[config.mk]
export PLATFORM = sky130hd
export DESIGN_NAME = tracking_update
export DESIGN_NICKNAME = d
export VERILOG_FILES = /design/src/logic/track_pkg.sv /design/src/logic/acc_fifo.sv /design/src/logic/power_pipe.sv /design/src/logic/mag_sqrt.sv /design/src/logic/code_loop.sv /design/src/logic/tracking_update.sv
export SDC_FILE = /design/constraint.sdc
export NUM_CORES = 2
export LEC_CHECK = 0
export BUFFER_PORTS_ARGS = -buffer_cell sky130_fd_sc_hd__buf_2
export CAP_MARGIN = 20
export CORE_AREA = 2 2 326 328
export CTS_CLUSTER_DIAMETER = 120
export DETAILED_ROUTE_END_ITERATION = 12
export DIE_AREA = 0 0 328 330
export PLACE_DENSITY_LB_ADDON = 0.05
export SLEW_MARGIN = 20
export SYNTH_ARGS = -nofsm -noshare
export SYNTH_HDL_FRONTEND = slang
export SYNTH_SLANG_ARGS = --single-unit
[constraint.sdc]
create_clock -name clk -period 12.01 [get_ports clk]
set_clock_uncertainty 0.05 [all_clocks]
set_input_delay 0.6005 -clock clk [delete_from_list [all_inputs] [get_ports clk]]
set_output_delay 0.6005 -clock clk [all_outputs]
set_load 0.01 [all_outputs]
[src/logic/track_pkg.sv]
package track_pkg;

   ////////////////////////////////////////////////////////////////////////////
   // Widths
   ////////////////////////////////////////////////////////////////////////////

   // One signed correlator sum.
   localparam int ACC_W     = 19;
   // I^2+Q^2 of one arm.
   localparam int POW_W     = 2 * ACC_W;
   localparam int MAG_W     = 19;
   localparam int CA_DPHI_W = 21;
   localparam int TAG_W     = 2;
   // Prompt magnitude on top, code phase increment below.
   localparam int TRACK_W   = MAG_W + CA_DPHI_W;

   typedef logic [TAG_W-1:0] tag_t;

   ////////////////////////////////////////////////////////////////////////////
   // Accumulation word
   ////////////////////////////////////////////////////////////////////////////

   typedef struct packed {
      logic signed [ACC_W-1:0] i;
      logic signed [ACC_W-1:0] q;
   } iq_pair_t;

   // Named view, as the source delivers it.
   typedef struct packed {
      tag_t                    tag;
      logic signed [ACC_W-1:0] i_early;
      logic signed [ACC_W-1:0] q_early;
      logic signed [ACC_W-1:0] i_prompt;
      logic signed [ACC_W-1:0] q_prompt;
      logic signed [ACC_W-1:0] i_late;
      logic signed [ACC_W-1:0] q_late;
   } acc_named_t;

   // Arm view. Index 0 is early, 1 prompt, 2 late.
   typedef struct packed {
      tag_t           tag;
      iq_pair_t [0:2] iq;
   } acc_arm_t;

   typedef union packed {
      acc_named_t named;
      acc_arm_t   arm;
   } acc_word_u;

endpackage

[src/logic/acc_fifo.sv]
`timescale 1ns/1ps

module acc_fifo #(
   parameter int FIFO_DEPTH = 4
) (
   input  logic                 clk,
   input  logic                 i_rst_n,
   input  logic                 i_wr,
   input  track_pkg::acc_word_u i_wr_data,
   input  logic                 i_rd,
   output logic                 o_empty,
   output track_pkg::acc_word_u o_rd_data
);
   import track_pkg::*;

   localparam int PTR_W = (FIFO_DEPTH > 1) ? $clog2(FIFO_DEPTH) : 1;
   localparam int CNT_W = $clog2(FIFO_DEPTH + 1);

   acc_word_u        mem [FIFO_DEPTH];
   logic [PTR_W-1:0] wr_ptr;
   logic [PTR_W-1:0] rd_ptr;
   logic [CNT_W-1:0] count;
   logic             full;
   logic             wr_en;
   logic             rd_en;

   function automatic logic [PTR_W-1:0] next_ptr(input logic [PTR_W-1:0] ptr);
      return (ptr == PTR_W'(FIFO_DEPTH - 1)) ? '0 : ptr + 1'b1;
   endfunction

   assign full    = (count == CNT_W'(FIFO_DEPTH));
   assign o_empty = (count == '0);

   // A result offered while full is dropped.
   assign wr_en = i_wr && !full;
   assign rd_en = i_rd && !o_empty;

   // Fall-through read of the oldest entry.
   assign o_rd_data = mem[rd_ptr];

   always_ff @(posedge clk) begin
      if (wr_en) begin
         mem[wr_ptr] <= i_wr_data;
      end
   end

   always_ff @(posedge clk or negedge i_rst_n) begin
      if (!i_rst_n) begin
         wr_ptr <= '0;
         rd_ptr <= '0;
         count  <= '0;
      end else begin
         if (wr_en) begin
            wr_ptr <= next_ptr(wr_ptr);
         end
         if (rd_en) begin
            rd_ptr <= next_ptr(rd_ptr);
         end
         case ({wr_en, rd_en})
            2'b10:   count <= count + 1'b1;
            2'b01:   count <= count - 1'b1;
            default: count <= count;
         endcase
      end
   end

endmodule

[src/logic/power_pipe.sv]
`timescale 1ns/1ps

module power_pipe (
   input  logic                        clk,
   input  logic                        i_rst_n,
   input  logic                        i_empty,
   input  track_pkg::acc_word_u        i_word,
   input  logic                        i_update_done,
   output logic                        o_rd,
   output logic                        o_pow_valid,
   output logic [track_pkg::POW_W-1:0] o_pow_early,
   output logic [track_pkg::POW_W-1:0] o_pow_prompt,
   output logic [track_pkg::POW_W-1:0] o_pow_late,
   output track_pkg::tag_t             o_tag
);
   import track_pkg::*;

   localparam logic [1:0] ARM_EARLY  = 2'd0;
   localparam logic [1:0] ARM_PROMPT = 2'd1;
   localparam logic [1:0] ARM_LATE   = 2'd2;

   logic             busy;
   logic             start;
   logic             sel_valid;
   logic [1:0]       arm_cnt;
   iq_pair_t         sel_iq;
   logic [ACC_W-1:0] abs_i;
   logic [ACC_W-1:0] abs_q;
   logic [POW_W-1:0] sq_i;
   logic [POW_W-1:0] sq_q;
   logic             sq_valid;
   logic [1:0]       sq_arm;
   logic [POW_W-1:0] sum;
   logic             sum_valid;
   logic [1:0]       sum_arm;

   // The most negative sum maps to 2^(ACC_W-1) as an unsigned value.
   function automatic logic [ACC_W-1:0] abs_val(input logic signed [ACC_W-1:0] x);
      return x[ACC_W-1] ? ACC_W'(-x) : ACC_W'(x);
   endfunction

   ////////////////////////////////////////////////////////////////////////////
   // Update sequencing
   ////////////////////////////////////////////////////////////////////////////

   // Only one update after the FIFO at a time.
   assign start     = !busy && !i_empty;
   assign sel_valid = start || (arm_cnt != ARM_EARLY);

   // Drop the word once the late arm has been picked up.
   assign o_rd = sel_valid && (arm_cnt == ARM_LATE);

   assign sel_iq = i_word.arm.iq[arm_cnt];
   assign abs_i  = abs_val(sel_iq.i);
   assign abs_q  = abs_val(sel_iq.q);

   always_ff @(posedge clk or negedge i_rst_n) begin
      if (!i_rst_n) begin
         busy        <= 1'b0;
         arm_cnt     <= ARM_EARLY;
         sq_valid    <= 1'b0;
         sum_valid   <= 1'b0;
         o_pow_valid <= 1'b0;
      end else begin
         if (i_update_done) begin
            busy <= 1'b0;
         end else if (start) begin
            busy <= 1'b1;
         end
         if (sel_valid) begin
            arm_cnt <= (arm_cnt == ARM_LATE) ? ARM_EARLY : arm_cnt + 2'd1;
         end
         sq_valid    <= sel_valid;
         sum_valid   <= sq_valid;
         o_pow_valid <= sum_valid && (sum_arm == ARM_LATE);
      end
   end

   ////////////////////////////////////////////////////////////////////////////
   // Square, sum and capture
   ////////////////////////////////////////////////////////////////////////////

   always_ff @(posedge clk) begin
      if (start) begin
         o_tag <= i_word.arm.tag;
      end
      sq_i    <= POW_W'(abs_i) * POW_W'(abs_i);
      sq_q    <= POW_W'(abs_q) * POW_W'(abs_q);
      sq_arm  <= arm_cnt;
      sum     <= sq_i + sq_q;
      sum_arm <= sq_arm;
      if (sum_valid) begin
         case (sum_arm)
            ARM_EARLY:  o_pow_early  <= sum;
            ARM_PROMPT: o_pow_prompt <= sum;
            default:    o_pow_late   <= sum;
         endcase
      end
   end

endmodule

[src/logic/mag_sqrt.sv]
`timescale 1ns/1ps

module mag_sqrt (
   input  logic                        clk,
   input  logic                        i_rst_n,
   input  logic                        i_start,
   input  logic [track_pkg::POW_W-1:0] i_power,
   output logic                        o_valid,
   output logic [track_pkg::MAG_W-1:0] o_mag
);
   import track_pkg::*;

   localparam int REM_W = MAG_W + 2;
   localparam int CNT_W = $clog2(MAG_W + 1);

   logic             busy;
   logic [CNT_W-1:0] iter_cnt;
   logic [POW_W-1:0] rad;
   logic [REM_W-1:0] rem;
   logic [POW_W-1:0] rad_src;
   logic [REM_W-1:0] rem_src;
   logic [MAG_W-1:0] root_src;
   logic [REM_W+1:0] rem_sh;
   logic [REM_W+1:0] trial;
   logic             take;

   // First iteration runs straight from the input in the start cycle.
   assign rad_src  = i_start ? i_power : rad;
   assign rem_src  = i_start ? '0 : rem;
   assign root_src = i_start ? '0 : o_mag;

   // Bring down two radicand bits and try root*4+1.
   assign rem_sh = {rem_src, rad_src[POW_W-1 -: 2]};
   assign trial  = (REM_W + 2)'({root_src, 2'b01});
   assign take   = (rem_sh >= trial);

   always_ff @(posedge clk or negedge i_rst_n) begin
      if (!i_rst_n) begin
         busy     <= 1'b0;
         iter_cnt <= '0;
         o_valid  <= 1'b0;
      end else begin
         busy    <= i_start || (busy && (iter_cnt != CNT_W'(1)));
         o_valid <= !i_start && busy && (iter_cnt == CNT_W'(1));
         if (i_start) begin
            iter_cnt <= CNT_W'(MAG_W - 1);
         end else if (busy) begin
            iter_cnt <= iter_cnt - 1'b1;
         end
      end
   end

   always_ff @(posedge clk) begin
      if (i_start || busy) begin
         rad   <= rad_src << 2;
         rem   <= take ? REM_W'(rem_sh - trial) : REM_W'(rem_sh);
         o_mag <= {root_src[MAG_W-2:0], take};
      end
   end

endmodule

[src/logic/code_loop.sv]
`timescale 1ns/1ps

module code_loop #(
   parameter int DLL_SHIFT = 2
) (
   input  logic                          clk,
   input  logic                          i_rst_n,
   input  logic                          i_valid,
   input  track_pkg::tag_t               i_tag,
   input  logic [track_pkg::MAG_W-1:0]   i_mag_early,
   input  logic [track_pkg::MAG_W-1:0]   i_mag_prompt,
   input  logic [track_pkg::MAG_W-1:0]   i_mag_late,
   input  logic                          i_code_en,
   output logic                          o_wr_en,
   output track_pkg::tag_t               o_addr,
   output logic [track_pkg::TRACK_W-1:0] o_data
);
   import track_pkg::*;

   logic signed [MAG_W:0]       el_diff;
   logic signed [MAG_W:0]       el_shift;
   logic signed [CA_DPHI_W-1:0] ca_dphi;

   // Early minus late, one extra bit for the sign.
   assign el_diff  = $signed({1'b0, i_mag_early}) - $signed({1'b0, i_mag_late});
   assign el_shift = el_diff >>> DLL_SHIFT;

   // Sign-extended loop gain output, zeroed when code tracking is off.
   assign ca_dphi = i_code_en ? CA_DPHI_W'(el_shift) : '0;

   always_ff @(posedge clk or negedge i_rst_n) begin
      if (!i_rst_n) begin
         o_wr_en <= 1'b0;
      end else begin
         o_wr_en <= i_valid;
      end
   end

   always_ff @(posedge clk) begin
      if (i_valid) begin
         o_addr <= i_tag;
         o_data <= {i_mag_prompt, ca_dphi};
      end
   end

endmodule

[src/logic/tracking_update.sv]
`timescale 1ns/1ps

module tracking_update #(
   parameter int FIFO_DEPTH = 4,
   parameter int DLL_SHIFT  = 2
) (
   input  logic                                clk,
   input  logic                                i_rst_n,
   input  logic                                i_acc_valid,
   input  track_pkg::tag_t                     i_acc_tag,
   input  logic signed [track_pkg::ACC_W-1:0]  i_i_early,
   input  logic signed [track_pkg::ACC_W-1:0]  i_q_early,
   input  logic signed [track_pkg::ACC_W-1:0]  i_i_prompt,
   input  logic signed [track_pkg::ACC_W-1:0]  i_q_prompt,
   input  logic signed [track_pkg::ACC_W-1:0]  i_i_late,
   input  logic signed [track_pkg::ACC_W-1:0]  i_q_late,
   input  logic                                i_track_code_en,
   output logic                                o_track_wr_en,
   output track_pkg::tag_t                     o_track_addr,
   output logic [track_pkg::TRACK_W-1:0]       o_track_data
);
   import track_pkg::*;

   acc_word_u        acc_word;
   acc_word_u        fifo_word;
   logic             fifo_empty;
   logic             fifo_rd;
   logic             pow_valid;
   logic [POW_W-1:0] pow_early;
   logic [POW_W-1:0] pow_prompt;
   logic [POW_W-1:0] pow_late;
   tag_t             pow_tag;
   logic             mag_valid;
   logic [MAG_W-1:0] mag_early;
   logic [MAG_W-1:0] mag_prompt;
   logic [MAG_W-1:0] mag_late;

   assign acc_word.named = '{
      tag:      i_acc_tag,
      i_early:  i_i_early,
      q_early:  i_q_early,
      i_prompt: i_i_prompt,
      q_prompt: i_q_prompt,
      i_late:   i_i_late,
      q_late:   i_q_late
   };

   acc_fifo #(.FIFO_DEPTH(FIFO_DEPTH)) u_fifo (
      .clk(clk), .i_rst_n(i_rst_n),
      .i_wr(i_acc_valid), .i_wr_data(acc_word), .i_rd(fifo_rd),
      .o_empty(fifo_empty), .o_rd_data(fifo_word)
   );

   // The track write closes the update and frees the engine.
   power_pipe u_power (
      .clk(clk), .i_rst_n(i_rst_n),
      .i_empty(fifo_empty), .i_word(fifo_word), .i_update_done(o_track_wr_en),
      .o_rd(fifo_rd), .o_pow_valid(pow_valid),
      .o_pow_early(pow_early), .o_pow_prompt(pow_prompt), .o_pow_late(pow_late),
      .o_tag(pow_tag)
   );

   // All three roots start together and finish together.
   mag_sqrt u_sqrt_early (
      .clk(clk), .i_rst_n(i_rst_n), .i_start(pow_valid), .i_power(pow_early),
      .o_valid(), .o_mag(mag_early)
   );

   mag_sqrt u_sqrt_prompt (
      .clk(clk), .i_rst_n(i_rst_n), .i_start(pow_valid), .i_power(pow_prompt),
      .o_valid(mag_valid), .o_mag(mag_prompt)
   );

   mag_sqrt u_sqrt_late (
      .clk(clk), .i_rst_n(i_rst_n), .i_start(pow_valid), .i_power(pow_late),
      .o_valid(), .o_mag(mag_late)
   );

   code_loop #(.DLL_SHIFT(DLL_SHIFT)) u_code (
      .clk(clk), .i_rst_n(i_rst_n),
      .i_valid(mag_valid), .i_tag(pow_tag),
      .i_mag_early(mag_early), .i_mag_prompt(mag_prompt), .i_mag_late(mag_late),
      .i_code_en(i_track_code_en),
      .o_wr_en(o_track_wr_en), .o_addr(o_track_addr), .o_data(o_track_data)
   );

endmodule

==> impl_results.md <==
* Outcome: complete, no violations
* Post-Synth Adder-Cell Area at 23.48%
* Final nets at 6,109
* Unrepaired setup endpoints after global routing: false
* Hold Crit Class: input pin to async pin
* Die Y at 330 um
* M1 GR Usage at 31.86%
* Critical path buffers and inverters at 8
* FFs w/ async S/R, synth at 3.313%
* Cts bufs inserted at 102
* Number of port buffers at 162
* # rows at 119
* Setup TNS at 0 ns
* Wire length of the first global-routing pass at 203,500 um
* Root buf cell: clkbuf_16
* Initial DRT Pass Iterations at 5
* Min Hold Slack at 0.02429 ns
* Synthesized-area fraction occupied by ao, oa, aoi and oai cells at 5.359%
* Startpoint types: register
* Crit path DAT at 11.29 ns
* CTS tree: done
* Total die area at 108,200 sq um
* Main flop type after synthesis: edfxtp_1
* Worst setup path start: u_fifo.rd_ptr[0]
* WP data required at 12.54 ns
* EDFF count, synth at 847
* CP Max Fanout at 39
* Clock-pin slew on the worst setup and hold paths at 0.06 ns
* Number of global-route vias before repair at 38.13k
* Normalized max-slew margin at 21.84%
* Largest family of logic cells by synthesized area: adder cells
* Per-cell routed wire length at 19.16 um
* HPWL Detailed at 92,990 um
* GRT met2 Usage at 41.30%
* Die width at 328 um
* Final period utilization at 89.58%
* GR Overflow Total at 0
* Cell class contributing the biggest share of worst-path delay: adder cells
* Min Tclk post-route at 10.76 ns
* Post-Synth XOR/XNOR Area at 3.187%
* Sequential area share after synthesis at 45.94%
* Largest net degree at the start of global routing at 82
* CP max stage delay at 0.91 ns
* First DRT Iteration DRCs at 2,143
* Cts repair resizes at 0
* Setup violators final at 0
* Ports at 163
* Mux share of post-synthesis cell area at 7.770%
* All-Layer GR Usage at 24.01%
* Setup bufs post-CTS at 0
* Simple-gate portion of the synthesized area at 7.941%
* DR vias at 36.21k
* Yosys warns at 0
* Final hold vios at 0
* GR Util met3 at 3.279%
* Filler instances at 7,882
* Drt total wl at 126,500 um
* Mean Syn Cell Area at 12.68 sq um
* Mapped cell area at 62,220 sq um
* MaxCap Viol Count at 0
* DRT antenna net count at 0
* Slowest-stage cell, CP: xor2_1
* Drt via density at 5.487
* CP Class: register to register
* Max clock buf depth at 3
* # DRC at 0
* CTS Hold Bufs at 0
* Layout cells sized above 1 at 12.87%
* Critical path endpoint category: register
* Layout area overhead at 9.121%
* FMAX at 92.95 MHz
* #FFs+latches synth at 996
* Number of distinct library cells after synthesis at 99
* Initial core utilization at 59.44%
* Sink Count at 996
* Tightest Pin Transition at 1.168 ns
* Core Region at 104,700 sq um
* Max-slew violations at 0
* Cell count after synthesis at 4,907
* Placer Congestion at 0.9148
* Antenna violations before repair at 13
* CTS HTree Levels at 3
* R2R Path Start: u_fifo.rd_ptr[0]
* GR peak layer: met2
* Clk_lat worst skew at 0.69 ns
[cells in the mapped netlist (all sizes together), types with 49 or more instances]
cell	number	area (sq um)
edfxtp	847	25430
nor2	329	1237
ha	371	4642
xnor2	136	1244
xor2	81	739.5
nor2b	84	525.5
dfxtp	116	2322
nand2b	108	675.7
a21o	85	638.1
inv	832	3126
clkbuf	84	315.3
a21oi	130	654.4
mux2	145	1633
fa	498	9970
nand2	277	1047
o21ai	109	549.3
buf	52	440.4
mux4	114	2721
nor3	49	245.2
[state kept, by name, summed over array words and instances, names as in the netlist, 36 cells and up]
name                  cells
u_fifo.mem              464
u_sqrt_early.rad         36
u_power.o_pow_prompt     38
u_sqrt_prompt.rad        36
u_power.o_pow_late       38
u_power.sum              38
u_sqrt_late.rad          36
u_power.sq_i             37
u_code.o_data            37
u_power.sq_q             37
u_power.o_pow_early      38
[layer usage]
layer / up-vias / wire length, um
met2: 892 / 62440
li1: 17060 / -
met4: 18 / 4089
met1: 17990 / 53670
met3: 254 / 6168
met5: - / 105
[area by class of cell]
type | count | area [sq um] | area share (%)
multi-input combinational | 2961 | 29870 | 43.99
sequential | 996 | 28600 | 42.12
inverter | 839 | 3152 | 4.642
clock buffer | 135 | 2749 | 4.049
tap | 1391 | 1740 | 2.563
timing repair buffer | 220 | 1275 | 1.878
clock inverter | 56 | 511.7 | 0.7537
antenna | 2 | 5.005 | 0.007371
[through the flow]
step                area (sq um)  util [%]  std cells  worst slack, ns
floorplan                  62320         -       4933            3.062
global placement           64610     61.73       6406            1.294
detailed placement         64620     61.74       6406            1.232
CTS                        67880     64.85       6597            1.197
global route               67890     64.86       6598           0.5964
finish                     67900     64.87       6600            1.251
[path summary, 6_finish.rpt]
| path | to | slack (ns) | depth (start not counted) |
|---|---|---|---|
| max in group asynchronous | u_fifo.rd_ptr[0] | 11.19 | 1 |
| min in group clk | u_fifo.mem[3][36] | 0.08 | 1 |
| setup / recovery | u_power.sq_q[34] | 1.25 | 28 |
| hold / removal | u_sqrt_prompt.iter_cnt[3] | 0.02 | 1 |
| hold reg to reg | u_power.sum_arm[0] | 0.29 | 0 |
| setup reg to reg | u_power.sq_q[34] | 1.25 | 28 |
[placed cells by master (no fill, tap or decap), drive strengths merged, types with 32 or more instances in the layout]
| cell | netlist | final |
|---|---|---|
| nand3 | 32 | 32 |
| mux4 | 114 | 114 |
| clkinv | 7 | 45 |
| dfxtp | 116 | 116 |
| edfxtp | 847 | 847 |
| nor3 | 49 | 49 |
| nand2 | 277 | 277 |
| dfrtp | 33 | 33 |
| inv | 832 | 839 |
| a21o | 85 | 85 |
| ha | 371 | 371 |
| xnor2 | 136 | 136 |
| nor2 | 329 | 329 |
| mux2 | 145 | 145 |
| nor2b | 84 | 84 |
| a21oi | 130 | 130 |
| nand2b | 108 | 108 |
| buf | 52 | 220 |
| mux2i | 48 | 48 |
| fa | 498 | 498 |
| xor2 | 81 | 81 |
| clkbuf | 84 | 135 |
| o21ai | 109 | 109 |
[cell families (layout without fill, tap and decap cells)]
kind of cell / Yosys count / after routing
DFF: 996 / 996
muxes: 307 / 307
buffers and inverters: 976 / 1250
and+or+nand+nor: 1030 / 1030
other: 2 / 30
adders and majority gates: 869 / 869
AOI/OAI and AO/OA: 510 / 510
xor gates and xnor gates: 217 / 217
Power is not shown: default switching activity piles up to over one toggle a cycle in this logic, so the estimate is an artifact.
